`src/hw/fcore_pkg.sv`:
```
package fcore_pkg;

    // Data path and instruction word widths
    localparam int DATA_WIDTH = 32;
    localparam int INSTR_WIDTH = 32;
    localparam int OPCODE_WIDTH = 4;
    localparam int REG_ADDR_WIDTH = 4;
    localparam int IMM_WIDTH = 16;

    // Storage sizes, the address widths follow from them
    localparam int PROGRAM_DEPTH = 64;
    localparam int REG_COUNT = 16;
    localparam int PROG_ADDR_WIDTH = $clog2(PROGRAM_DEPTH);

    // Lowest bit of each field inside an instruction word
    localparam int OPCODE_LSB = 28;
    localparam int DEST_LSB = 24;
    localparam int SRC_A_LSB = 20;
    localparam int SRC_B_LSB = 16;
    localparam int IMM_LSB = 0;

    typedef logic [DATA_WIDTH-1:0] data_t;
    typedef logic [INSTR_WIDTH-1:0] instruction_t;
    typedef logic [REG_ADDR_WIDTH-1:0] reg_addr_t;
    typedef logic [PROG_ADDR_WIDTH-1:0] program_addr_t;
    typedef logic [IMM_WIDTH-1:0] immediate_t;

    // Compares only touch the condition flag, csel reads it
    typedef enum logic [OPCODE_WIDTH-1:0] {
        op_nop  = 4'h0,
        op_ldi  = 4'h1,
        op_add  = 4'h2,
        op_sub  = 4'h3,
        op_bgt  = 4'h4,
        op_ble  = 4'h5,
        op_beq  = 4'h6,
        op_csel = 4'h7,
        op_stop = 4'h8
    } opcode_e;

    // One instruction walks fetch, issue and write before the next fetch
    typedef enum logic [1:0] {
        st_idle,
        st_fetch,
        st_issue,
        st_write
    } ctrl_state_e;

    // Field extraction from a raw instruction word
    function automatic opcode_e instr_opcode(instruction_t word);
        return opcode_e'(word[OPCODE_LSB +: OPCODE_WIDTH]);
    endfunction

    function automatic reg_addr_t instr_dest(instruction_t word);
        return word[DEST_LSB +: REG_ADDR_WIDTH];
    endfunction

    function automatic reg_addr_t instr_src_a(instruction_t word);
        return word[SRC_A_LSB +: REG_ADDR_WIDTH];
    endfunction

    function automatic reg_addr_t instr_src_b(instruction_t word);
        return word[SRC_B_LSB +: REG_ADDR_WIDTH];
    endfunction

    function automatic immediate_t instr_imm(instruction_t word);
        return word[IMM_LSB +: IMM_WIDTH];
    endfunction

    // True for the opcodes that end with a register file write
    function automatic logic writes_register(opcode_e op);
        return (op == op_ldi) || (op == op_add) || (op == op_sub) || (op == op_csel);
    endfunction

endpackage

```
`src/hw/exec_if.sv`:
```
`timescale 1ns/1ps

interface exec_if import fcore_pkg::*; ();

    // Issue side, valid is a single cycle strobe per instruction
    logic    valid;
    opcode_e op;
    reg_addr_t dest;
    data_t   operand_a;
    data_t   operand_b;

    // Writeback side, registered in the executor
    data_t     result;
    logic      write_en;
    reg_addr_t write_dest;

    // The control unit issues and watches the writeback slot
    modport control (
        output valid, op, dest, operand_a, operand_b,
        input  result, write_en, write_dest
    );

    // There is no back-pressure so the executor takes every issue
    modport executor (
        input  valid, op, dest, operand_a, operand_b,
        output result, write_en, write_dest
    );

endinterface

```
`src/hw/fcore_program_memory.sv`:
```
`timescale 1ns/1ps

module fcore_program_memory import fcore_pkg::*; (
    input  logic          clock,
    input  logic          rst_n,
    input  logic          prog_we,
    input  program_addr_t prog_addr,
    input  instruction_t  prog_data,
    input  program_addr_t fetch_addr,
    output instruction_t  fetch_data
);

    // Instruction store, one word per program address
    instruction_t mem [PROGRAM_DEPTH];

    // Host writes land at the clock edge
    // A reset empties the whole program so every word reads as nop
    always_ff @(posedge clock or negedge rst_n) begin
        if (!rst_n) begin
            for (int i = 0; i < PROGRAM_DEPTH; i++) begin
                mem[i] <= '0;
            end
        end else if (prog_we) begin
            mem[prog_addr] <= prog_data;
        end
    end

    // Fetch port with one cycle of latency
    // A write and a fetch to the same word return the old contents
    always_ff @(posedge clock or negedge rst_n) begin
        if (!rst_n) begin
            fetch_data <= '0;
        end else begin
            fetch_data <= mem[fetch_addr];
        end
    end

endmodule

```
`src/hw/fcore_register_file.sv`:
```
`timescale 1ns/1ps

module fcore_register_file import fcore_pkg::*; (
    input  logic      clock,
    input  logic      rst_n,
    input  reg_addr_t rd_a_addr,
    output data_t     rd_a_data,
    input  reg_addr_t rd_b_addr,
    output data_t     rd_b_data,
    input  logic      wr_en,
    input  reg_addr_t wr_addr,
    input  data_t     wr_data,
    input  reg_addr_t host_addr,
    output data_t     host_data
);

    // General purpose registers, r0 is an ordinary register here
    data_t regs [REG_COUNT];

    // Single write port driven by the executor
    // Every register starts from zero after reset
    always_ff @(posedge clock or negedge rst_n) begin
        if (!rst_n) begin
            for (int i = 0; i < REG_COUNT; i++) begin
                regs[i] <= '0;
            end
        end else if (wr_en) begin
            regs[wr_addr] <= wr_data;
        end
    end

    // Operand reads are combinational so the issue cycle sees them directly
    assign rd_a_data = regs[rd_a_addr];
    assign rd_b_data = regs[rd_b_addr];

    // Host readback is registered
    // The value appears one cycle after host_addr is presented
    always_ff @(posedge clock or negedge rst_n) begin
        if (!rst_n) begin
            host_data <= '0;
        end else begin
            host_data <= regs[host_addr];
        end
    end

endmodule

```
`src/hw/fcore_control_unit.sv`:
```
`timescale 1ns/1ps

module fcore_control_unit import fcore_pkg::*; (
    input  logic          clock,
    input  logic          rst_n,
    input  logic          run,
    output logic          done,
    output logic          busy,
    output program_addr_t fetch_addr,
    input  instruction_t  fetch_data,
    output reg_addr_t     rd_a_addr,
    input  data_t         rd_a_data,
    output reg_addr_t     rd_b_addr,
    input  data_t         rd_b_data,
    exec_if.control       exec
);

    ctrl_state_e   state;
    program_addr_t pc;
    opcode_e       opcode;
    reg_addr_t     src_a;
    reg_addr_t     src_b;
    data_t         value_a;
    data_t         value_b;

    // Decode the word that the memory returned for the current pc
    assign opcode = instr_opcode(fetch_data);
    assign src_a = instr_src_a(fetch_data);
    assign src_b = instr_src_b(fetch_data);

    // The pc only moves at the end of issue, so fetch_data stays put through issue
    assign fetch_addr = pc;
    assign rd_a_addr = src_a;
    assign rd_b_addr = src_b;

    // Anything other than idle counts as running a program
    assign busy = (state != st_idle);

    // Take a result from the executor when it still sits in the writeback slot
    // With fetch after write this never matches, it guards any overlap of the two
    always_comb begin
        value_a = rd_a_data;
        value_b = rd_b_data;
        if (exec.write_en && (exec.write_dest == src_a)) begin
            value_a = exec.result;
        end
        if (exec.write_en && (exec.write_dest == src_b)) begin
            value_b = exec.result;
        end
    end

    // Issue strobe, a stop goes to done instead of to the executor
    assign exec.valid = (state == st_issue) && (opcode != op_stop);
    assign exec.op = opcode;
    assign exec.dest = instr_dest(fetch_data);

    // ldi carries its zero-extended immediate in the first operand slot
    assign exec.operand_a = (opcode == op_ldi) ? data_t'(instr_imm(fetch_data)) : value_a;
    assign exec.operand_b = value_b;

    // Sequencer
    // run is only looked at in idle, so a pulse while busy is dropped
    always_ff @(posedge clock or negedge rst_n) begin
        if (!rst_n) begin
            state <= st_idle;
            pc <= '0;
            done <= 1'b0;
        end else begin
            done <= 1'b0;
            case (state)
                st_idle: begin
                    if (run) begin
                        pc <= '0;
                        state <= st_fetch;
                    end
                end
                st_fetch: begin
                    // Memory registers mem[pc] at this edge
                    state <= st_issue;
                end
                st_issue: begin
                    if (opcode == op_stop) begin
                        // done shows in the first idle cycle and lasts one cycle
                        done <= 1'b1;
                        state <= st_idle;
                    end else begin
                        // Past the last word the counter wraps to address 0
                        pc <= pc + 1'b1;
                        state <= st_write;
                    end
                end
                st_write: begin
                    // The register file takes the executor result at this edge
                    state <= st_fetch;
                end
                default: begin
                    state <= st_idle;
                end
            endcase
        end
    end

endmodule

```
`src/hw/fcore_executor.sv`:
```
`timescale 1ns/1ps

module fcore_executor import fcore_pkg::*; (
    input  logic      clock,
    input  logic      rst_n,
    exec_if.executor  exec,
    output logic      wr_en,
    output reg_addr_t wr_addr,
    output data_t     wr_data
);

    // Condition flag written by compares and read by csel
    logic      flag;
    logic      write_en_q;
    reg_addr_t write_dest_q;
    data_t     result_q;
    data_t     alu_out;
    logic      cmp_out;

    // Arithmetic and select path, two's complement wraps modulo 2^32
    always_comb begin
        case (exec.op)
            op_ldi:  alu_out = exec.operand_a;
            op_add:  alu_out = exec.operand_a + exec.operand_b;
            op_sub:  alu_out = exec.operand_a - exec.operand_b;
            op_csel: alu_out = flag ? exec.operand_a : exec.operand_b;
            default: alu_out = result_q;
        endcase
    end

    // Compares are signed, the flag keeps its value for anything else
    always_comb begin
        case (exec.op)
            op_bgt:  cmp_out = $signed(exec.operand_a) > $signed(exec.operand_b);
            op_ble:  cmp_out = $signed(exec.operand_a) <= $signed(exec.operand_b);
            op_beq:  cmp_out = exec.operand_a == exec.operand_b;
            default: cmp_out = flag;
        endcase
    end

    // Write strobe lasts exactly the cycle after issue
    always_ff @(posedge clock or negedge rst_n) begin
        if (!rst_n) begin
            write_en_q <= 1'b0;
            flag <= 1'b0;
        end else begin
            write_en_q <= exec.valid && writes_register(exec.op);
            if (exec.valid) begin
                flag <= cmp_out;
            end
        end
    end

    // Result and destination only mean something while the strobe is high
    always_ff @(posedge clock) begin
        if (exec.valid) begin
            result_q <= alu_out;
            write_dest_q <= exec.dest;
        end
    end

    // Same writeback goes back to the control unit and out to the register file
    assign exec.result = result_q;
    assign exec.write_en = write_en_q;
    assign exec.write_dest = write_dest_q;
    assign wr_en = write_en_q;
    assign wr_addr = write_dest_q;
    assign wr_data = result_q;

endmodule

```
`src/hw/fcore.sv`:
```
`timescale 1ns/1ps

module fcore import fcore_pkg::*; (
    input  logic          clock,
    input  logic          rst_n,
    input  logic          run,
    output logic          done,
    output logic          busy,
    input  logic          prog_we,
    input  program_addr_t prog_addr,
    input  instruction_t  prog_data,
    input  reg_addr_t     reg_rd_addr,
    output data_t         reg_rd_data
);

    instruction_t  fetch_data;
    program_addr_t fetch_addr;
    reg_addr_t     rd_a_addr;
    reg_addr_t     rd_b_addr;
    data_t         rd_a_data;
    data_t         rd_b_data;
    logic          wr_en;
    reg_addr_t     wr_addr;
    data_t         wr_data;

    // Issue and writeback path between sequencer and ALU
    exec_if exec_bus ();

    // Host loads the program straight through the write strobe
    fcore_program_memory program_memory (
        .clock      (clock),
        .rst_n      (rst_n),
        .prog_we    (prog_we),
        .prog_addr  (prog_addr),
        .prog_data  (prog_data),
        .fetch_addr (fetch_addr),
        .fetch_data (fetch_data)
    );

    // Operand reads come from the control unit, writes from the executor
    fcore_register_file register_file (
        .clock     (clock),
        .rst_n     (rst_n),
        .rd_a_addr (rd_a_addr),
        .rd_a_data (rd_a_data),
        .rd_b_addr (rd_b_addr),
        .rd_b_data (rd_b_data),
        .wr_en     (wr_en),
        .wr_addr   (wr_addr),
        .wr_data   (wr_data),
        .host_addr (reg_rd_addr),
        .host_data (reg_rd_data)
    );

    fcore_control_unit control_unit (
        .clock      (clock),
        .rst_n      (rst_n),
        .run        (run),
        .done       (done),
        .busy       (busy),
        .fetch_addr (fetch_addr),
        .fetch_data (fetch_data),
        .rd_a_addr  (rd_a_addr),
        .rd_a_data  (rd_a_data),
        .rd_b_addr  (rd_b_addr),
        .rd_b_data  (rd_b_data),
        .exec       (exec_bus.control)
    );

    fcore_executor executor (
        .clock   (clock),
        .rst_n   (rst_n),
        .exec    (exec_bus.executor),
        .wr_en   (wr_en),
        .wr_addr (wr_addr),
        .wr_data (wr_data)
    );

endmodule

```
`config.mk`:
```
export PLATFORM = sky130hd
export DESIGN_NAME = fcore
export DESIGN_NICKNAME = d
export VERILOG_FILES = /design/src/hw/fcore_pkg.sv /design/src/hw/exec_if.sv /design/src/hw/fcore_program_memory.sv /design/src/hw/fcore_register_file.sv /design/src/hw/fcore_control_unit.sv /design/src/hw/fcore_executor.sv /design/src/hw/fcore.sv
export SDC_FILE = /design/constraint.sdc
export NUM_CORES = 2
export LEC_CHECK = 0
export BUFFER_PORTS_ARGS = -buffer_cell sky130_fd_sc_hd__buf_2
export CORE_AREA = 8 8 497 499
export DETAILED_ROUTE_END_ITERATION = 7
export DIE_AREA = 0 0 505 507
export PLACE_DENSITY_LB_ADDON = 0.12
export SLEW_MARGIN = 20
export SYNTH_ARGS = -nofsm -noshare
export SYNTH_HDL_FRONTEND = slang
export SYNTH_SLANG_ARGS = --single-unit
```
`constraint.sdc`:
```
create_clock -name clock -period 15.9 [get_ports clock]
set_clock_uncertainty 0.1 [all_clocks]
set_input_delay 1.59 -clock clock [delete_from_list [all_inputs] [get_ports clock]]
set_output_delay 1.59 -clock clock [all_outputs]
set_load 0.05 [all_outputs]
```
# Word level (Yosys, flattened, before mapping)
# Cells that the tools add are included.
[op_classes]
bitwise = 6
mux = 32
eq_ne = 17
add_sub_neg = 3
magnitude_cmp = 10
reduce_logical = 17
[op_table]
columns = ["operator", "count"]
rows = [
  ["bitwise mux 2048 bit", 1],
  ["bitwise mux 512 bit", 1],
  ["two-way mux 32 bit", 14],
  ["binary-select mux 32 bit (select 4 bit)", 3],
  ["binary-select mux 32 bit (select 6 bit)", 1],
  ["demux 32 bit (select 6 bit)", 1],
  ["demux 32 bit (select 4 bit)", 1],
  ["one-hot mux 32 bit (4 select lines)", 1],
  ["adder 32 bit", 1],
  ["== test 32 bit", 1],
  ["> comparator 32 bit", 1],
  ["less-or-equal comparator 32 bit", 1],
  ["subtractor 32 bit", 1],
  ["greater-or-equal comparator 5 bit, second input constant", 4],
  ["NOT 4 -> 5 bit", 4],
  ["== test 4 x 3 -> 1 bit, second input constant", 4],
  ["greater-or-equal comparator 7 bit, second input constant", 2],
  ["NOT 6 -> 7 bit", 2],
  ["two-way mux 6 bit", 2],
  ["one-hot mux 6 bit (2 select lines)", 1],
  ["== test 4 x 2 -> 1 bit, second input constant", 2],
  ["== test 4 bit", 2],
  ["one-hot mux 2 bit (4 select lines)", 1],
  ["< comparator 7 x 1 -> 1 bit, second input constant", 1],
  ["19 further kinds", 32],
]
[totals]
out_inout_bits = 34
regBits = 2671

# Longest topological paths before layout
[logic_depth]
depth_word = 8
ltp_mapped = 22
ltp_nobuf = 20

# Hierarchy
# Synthesis repeated with hierarchy kept, for this count alone.
[hier_totals]
hier_cells = 8849
hier_area_um2 = 132126.7
[by_module_without_submodules]
columns = ["module", "instances", "seq_area_each_um2", "area_per_inst_um2", "cells_each"]
rows = [
  ["fcore_program_memory", 1, 52049.9, 93333.3, 5820],
  ["fcore_register_file", 1, 13613.1, 30953.4, 1979],
  ["fcore_executor", 1, 1131.1, 5908.2, 797],
  ["fcore_control_unit", 1, 225.2, 1931.9, 253],
]

# Worst setup path after synthesis
# Ideal clock, no wire load.
[synth_timing]
path_kind = "register to register"
startpoint = "reg program_memory.fetch_data[20]"
endpoint = "reg executor.result_q[30] (netlist: executor.exec.result[30]), data pin"
slack_ps = 9896
stages_incl_launch_ff = 22
arrival_time_ps = 5649
n_path_buf = 5
t_required_ps = 15545
path_cell_list = "dfrtp_1 buf_4 buf_2 buf_1 buf_2 mux4_2 mux4_2 mux2i_1 o21ai_0 ha_1 buf_2 o21bai_1 a21o_1 a221oi_1 a21oi_1 a221oi_1 o41ai_1 a21oi_1 o21ai_1 a2111o_1 o21ai_1 a21bo_2"
[synth_between]
elab_chain_cells = 8
elab_cells_between_ends = 12
cone_classes = "2 x add/sub; 1 x eq/ne; 7 x mux; 1 x bitwise; 1 x reduce/logical"
[synth_lines]
columns = ["item", "line", "rtl"]
rows = [
  ["start: declaration", "fcore_program_memory.sv:10", "output instruction_t fetch_data"],
  ["start signal: assignment", "fcore_program_memory.sv:34", "fetch_data <= mem[fetch_addr];"],
  ["NOT 4 -> 5 bit (not written as such)", "fcore_register_file.sv:33", "assign rd_a_data = regs[rd_a_addr];"],
  ["binary-select mux 32 bit (select 4 bit)", "fcore_register_file.sv:33", ""],
  ["two-way mux 32 bit (not written as such) (2 in series)", "fcore_register_file.sv:33", ""],
  ["two-way mux 32 bit *", "fcore_control_unit.sv:44", "if (exec.write_en && (exec.write_dest == src_a)) begin"],
  ["two-way mux 32 bit *", "fcore_control_unit.sv:58", "assign exec.operand_a = (opcode == op_ldi) ? data_t'(instr_imm(fetch_data)) : value_a;"],
  ["subtractor 32 bit, or another cell as far along", "fcore_executor.sv:25", "op_sub: alu_out = exec.operand_a - exec.operand_b;"],
  ["one-hot mux 32 bit (4 select lines) *", "fcore_executor.sv:22", "case (exec.op)"],
  ["named net executor.alu_out[30]", "fcore_executor.sv:17", "data_t alu_out;"],
  ["end signal: assignment", "fcore_executor.sv:57", "result_q <= alu_out;"],
  ["end: declaration", "fcore_executor.sv:16", "data_t result_q;"],
]
# Mark *: on every way through the listed nets, which the timed path passes. The rest lies on a longest branch. The select of a mux whose other input is x is not followed.
# A chain may end at the register's enable or synchronous reset.

# Worst setup path in the final report
[layout_timing]
startpoint = "reg program_memory.fetch_data[17]"
endpoint = "reg executor.result_q[30] (netlist: executor.exec.result[30]), data pin"
[layout_between]
elab_chain_cells = 7
elab_cells_between_ends = 11
cone_classes = "2 x add/sub; 1 x eq/ne; 6 x mux; 1 x bitwise; 1 x reduce/logical"
[layout_lines]
columns = ["item", "line", "rtl"]
rows = [
  ["NOT 4 -> 5 bit (not written as such)", "fcore_register_file.sv:34", "assign rd_b_data = regs[rd_b_addr];"],
  ["binary-select mux 32 bit (select 4 bit)", "fcore_register_file.sv:34", ""],
  ["two-way mux 32 bit (not written as such) (2 in series)", "fcore_register_file.sv:34", ""],
  ["two-way mux 32 bit *", "fcore_control_unit.sv:47", "if (exec.write_en && (exec.write_dest == src_b)) begin"],
  ["subtractor 32 bit, or another cell as far along", "fcore_executor.sv:25", ""],
  ["one-hot mux 32 bit (4 select lines) *", "fcore_executor.sv:22", ""],
  ["named net executor.alu_out[30]", "fcore_executor.sv:17", ""],
]
# Marked as above.

==> key figures <==
Power
  • Sw frac: approximately 31%
  • Net switching power: 6.80 mW
  • Power per standard cell area: 151 nW/µm²
  • Internal: ~15 mW
  • Clock Power Share: 30.9%
  • Leak Pwr: 63.9 nW
  • Flop pwr share: 39.7%
  • Peak VDD IR: 0.137 mV
  • Comb power frac: 29.4%

CTS
  • Post-CTS sizing: 0
  • CTS sink count: 2671
  • TritonCTS clock tree: done
  • Clock network latency to the later pin of the worst-skew pair: just over 0.9 ns
  • Level count of the clock H-tree: 5
  • Clock Path Buffers: 4
  • Number of CTS-inserted buffers: 305
  • Clock Pin Slew Worst Setup and Hold Paths: 0.06 ns
  • Root Buffer: clkbuf_16
  • Hold Buf Count CTS: 0
  • Setup Fix Bufs, Post-CTS: 0

Die
  • DIE WIDTH: 505 µm
  • Die ar.: 256000 µm²
  • Io pins: 80
  • Initial Util: a little over half
  • Std-Cell Rows: 180
  • Chip height: 507 µm
  • Core area: 239000 µm²

Timing
  • Max_slew headroom: 21.5%
  • Fmax: ~140 MHz
  • Least-Margin Pin Slew: about 1.2 ns
  • Minimum clock period: 7.26 ns
  • Fin. max-slew vios: 0
  • Final setup vio count: 0
  • Final hold violations: 0
  • Final TNS setup: 0 ns
  • Unrepaired setup endpoints after global routing: no
  • Period Utilization, post-route: 45.7%

Detailed routing
  • Met3 wire length: 17400 µm
  • Routed wl met2: 176000 µm
  • Drt wl/cell: 31.7 µm
  • Routed Antenna Nets: 0
  • Met1 WL: 150000 µm
  • Pre-antenna DRT Iters: 6
  • Vias: between 70000 and 80000
  • # DRC: 0
  • Uppermost layer routed: met5
  • Drt initial violations: 5992
  • Routed vias/inst: 6.64
  • Final wirelength: 356000 µm

Synthesis
  • Post-Synthesis Cells: 8118
  • Synth Cell Area: 131000 µm²
  • Top FF cell, synth: dfrtp_1
  • Async S/R FF share, synth: 98.7%
  • Synthesized net count: 8233
  • Synth Register Bits: 2671
  • Count of flip-flops with a built-in enable after synthesis: 36
  • Yosys cell types: 79
  • Seq/Total Area, Yosys: 51.2%
  • Syn_area_per_cell: 16.1 µm²
  • Syn. warnings: 0

Worst setup path
  • CP max FO: 42
  • Nature of the critical path endpoint: register
  • Critical path required time: 16.45 ns
  • Worst Path Arrival: 7.81 ns
  • CP Class: register to register
  • Worst setup SP type: register

Status
  • Status: complete, no violations

Cells and area
  • Area delta synth->final: 9.76%
  • Nets@finish: 7960
  • Share of layout cells above drive strength 1: 56.2%
  • Fin area: 144000 µm²

Global routing
  • Largest net degree at the start of global routing: 185
  • Vias in the first global route: ~80000
  • Initial antenna violation count: 18
  • First-pass GRT wire length: 537000 µm
  • All-Layer GR Usage: 27.9%
  • GRT Residual Overflow: 0

Placed design
  • HPWL after detailed placement: 206000 µm
  • Placed cell area: 134000 µm²
  • Routability Congestion: 0.912
  • # port buffers: 79

Flow run
  • Max cap viols: 0

Hold path
  • Hold crit path type: register to register
-- state kept, by name, indices dropped and copies added (netlist names) --
name / flops
control_unit.done: 1
control_unit.state: 2
executor.flag: 1
program_memory.mem: 2048
control_unit.fetch_addr: 6
register_file.host_data: 32
executor.exec.write_dest: 4
executor.exec.result: 32
program_memory.fetch_data: 32
register_file.regs: 512
executor.exec.write_en: 1
-- placed cells by master, fill, tap and decap left out, types with 12 or more instances in the layout --
cell type | Yosys | final
dfrtp_1 | 2635 | 2621
mux2_2 | 2581 | 2581
mux4_2 | 1150 | 1150
clkbuf_16 | 0 | 308
buf_4 | 1 | 172
a21oi_1 | 102 | 102
nand2_1 | 118 | 97
clkbuf_1 | 614 | 75
clkbuf_8 | 0 | 69
inv_1 | 67 | 67
ha_1 | 67 | 67
o21ai_0 | 64 | 64
nor2_1 | 113 | 60
nor2_4 | 0 | 52
buf_2 | 22 | 49
mux2i_1 | 44 | 44
edfxtp_1 | 36 | 36
xnor2_1 | 27 | 27
clkinv_2 | 0 | 27
o21bai_1 | 23 | 23
nand2_2 | 0 | 21
nand3_1 | 20 | 19
nor3_1 | 19 | 18
buf_12 | 0 | 17
nand2b_1 | 18 | 15
a21o_1 | 15 | 15
xor2_1 | 14 | 14
o221ai_1 | 14 | 14
nand4_1 | 12 | 12
a22oi_1 | 12 | 12
-- worst paths after layout --
check	startpoint	endpoint	slack, ns	cells past startpoint
max in group asynchronous	rst_n	program_memory.mem[9]$_DFFE_PN0P_	11.43	5
worst max-delay path	program_memory.fetch_data[17]$_DFF_PN0_	executor.exec.result[30]$_DFFE_PP_	8.64	21
min in group asynchronous	rst_n	register_file.regs[346]$_DFFE_PN0P_	0.54	1
worst min-delay path	program_memory.mem[951]$_DFFE_PN0P_	program_memory.mem[951]$_DFFE_PN0P_	0.40	1
worst max register to register	program_memory.fetch_data[17]$_DFF_PN0_	executor.exec.result[30]$_DFFE_PP_	8.64	21
worst min register to register	program_memory.mem[951]$_DFFE_PN0P_	program_memory.mem[951]$_DFFE_PN0P_	0.40	1
-- synthesized netlist by cell type, types with 5 or more instances --
master | n | area (µm²)
a211o_1 | 5 | 43.8
o221ai_1 | 14 | 123
a22oi_1 | 12 | 90.1
a21oi_1 | 102 | 510
nor2b_1 | 11 | 68.8
xor2_1 | 14 | 123
mux4_2 | 1150 | 25900
edfxtp_1 | 36 | 1080
buf_2 | 22 | 110
nand3_1 | 20 | 100
o31ai_1 | 9 | 67.6
xnor2_1 | 27 | 236
nand4_1 | 12 | 75.1
o21bai_1 | 23 | 173
nand3b_1 | 5 | 37.5
clkbuf_1 | 614 | 2300
inv_1 | 67 | 251
and2_1 | 5 | 31.3
nand2b_1 | 18 | 113
dfrtp_1 | 2635 | 65900
nand2_1 | 118 | 443
a211oi_1 | 6 | 45.0
o21ai_0 | 64 | 320
mux2i_1 | 44 | 440
nor3b_1 | 6 | 45.0
or3_1 | 8 | 50.1
mux2_2 | 2581 | 29100
buf_1 | 184 | 691
o31a_1 | 7 | 61.3
a21o_1 | 15 | 113
ha_1 | 67 | 838
nor3_1 | 19 | 95.1
nor2_1 | 113 | 424
-- cells by family (layout without fill, tap and decap cells) --
logic type	after synthesis	count (layout)	synth area share, %
buffers and inverters	891	812	2.59
and+or+nand+nor	355	355	1.25
muxes	3777	3777	42.4
adders and majority gates	70	70	0.679
DFF	2671	2671	51.2
xor gates and xnor gates	42	42	0.296
AOI/OAI and AO/OA	312	312	1.57
other	0	7	0
-- worst max-delay path, cell delays in order (launching register included) --
cell	delay, ns
dfrtp_4	0.74
buf_4	0.62
xnor2_1	0.19
nand2_1	0.10
nor4_4	0.13
buf_4	0.60
mux2_2	0.44
ha_1	0.25
inv_1	0.09
fa_1	0.20
o21bai_1	0.08
a21o_1	0.22
a221oi_1	0.56
a21oi_1	0.28
a221oi_1	0.57
o41ai_1	0.16
buf_4	0.17
a21oi_1	0.38
o21ai_1	0.16
a2111o_1	0.45
o21ai_1	0.15
a21bo_2	0.24
-- per-stage QoR --
step                      setup slack, ns  cells  util (%)  power, mW  hold slack (ns)
final                                8.64  11200      60.0       21.7            0.398
after global routing                 8.49  11200      60.0       22.7            0.406
after CTS                            8.76  11200      60.0       21.9            0.400
after detailed placement             8.81  10700      56.0       15.1            0.387
after global placement               8.79  10700      56.0       15.0            0.381
after floorplan                      9.90   8118         -       13.1            0.301
-- final cells by class --
cell class                      count  area, µm²
Fill cell                       17900      95600
Sequential cell                  2671      67100
Antenna cell                        7       17.5
Clock buffer                      451       8920
Inverter                           69        259
Tap cell                         3185       3990
Multi-Input combinational cell   4556      60900
Clock inverter                     50        505
Timing Repair Buffer              242       1920
-- power by group through the flow --
stage	logic (mW)	registers, mW	clock network, mW
finish	6.39	8.62	6.70
global route	6.80	8.74	7.11
CTS	6.42	8.60	6.85
detailed placement	6.41	8.72	0
global placement	6.35	8.65	0
floorplan	4.82	8.31	0
-- per-layer routing --
layer | vias up | GRT usage [%]
met5 | - | 0
met4 | 4 | 9.34
met3 | 723 | 4.09
met2 | 2113 | 46.1
met1 | 41400 | 38.5
li1 | 30300 | -
Note: power is estimated with default switching activity, not from simulation.
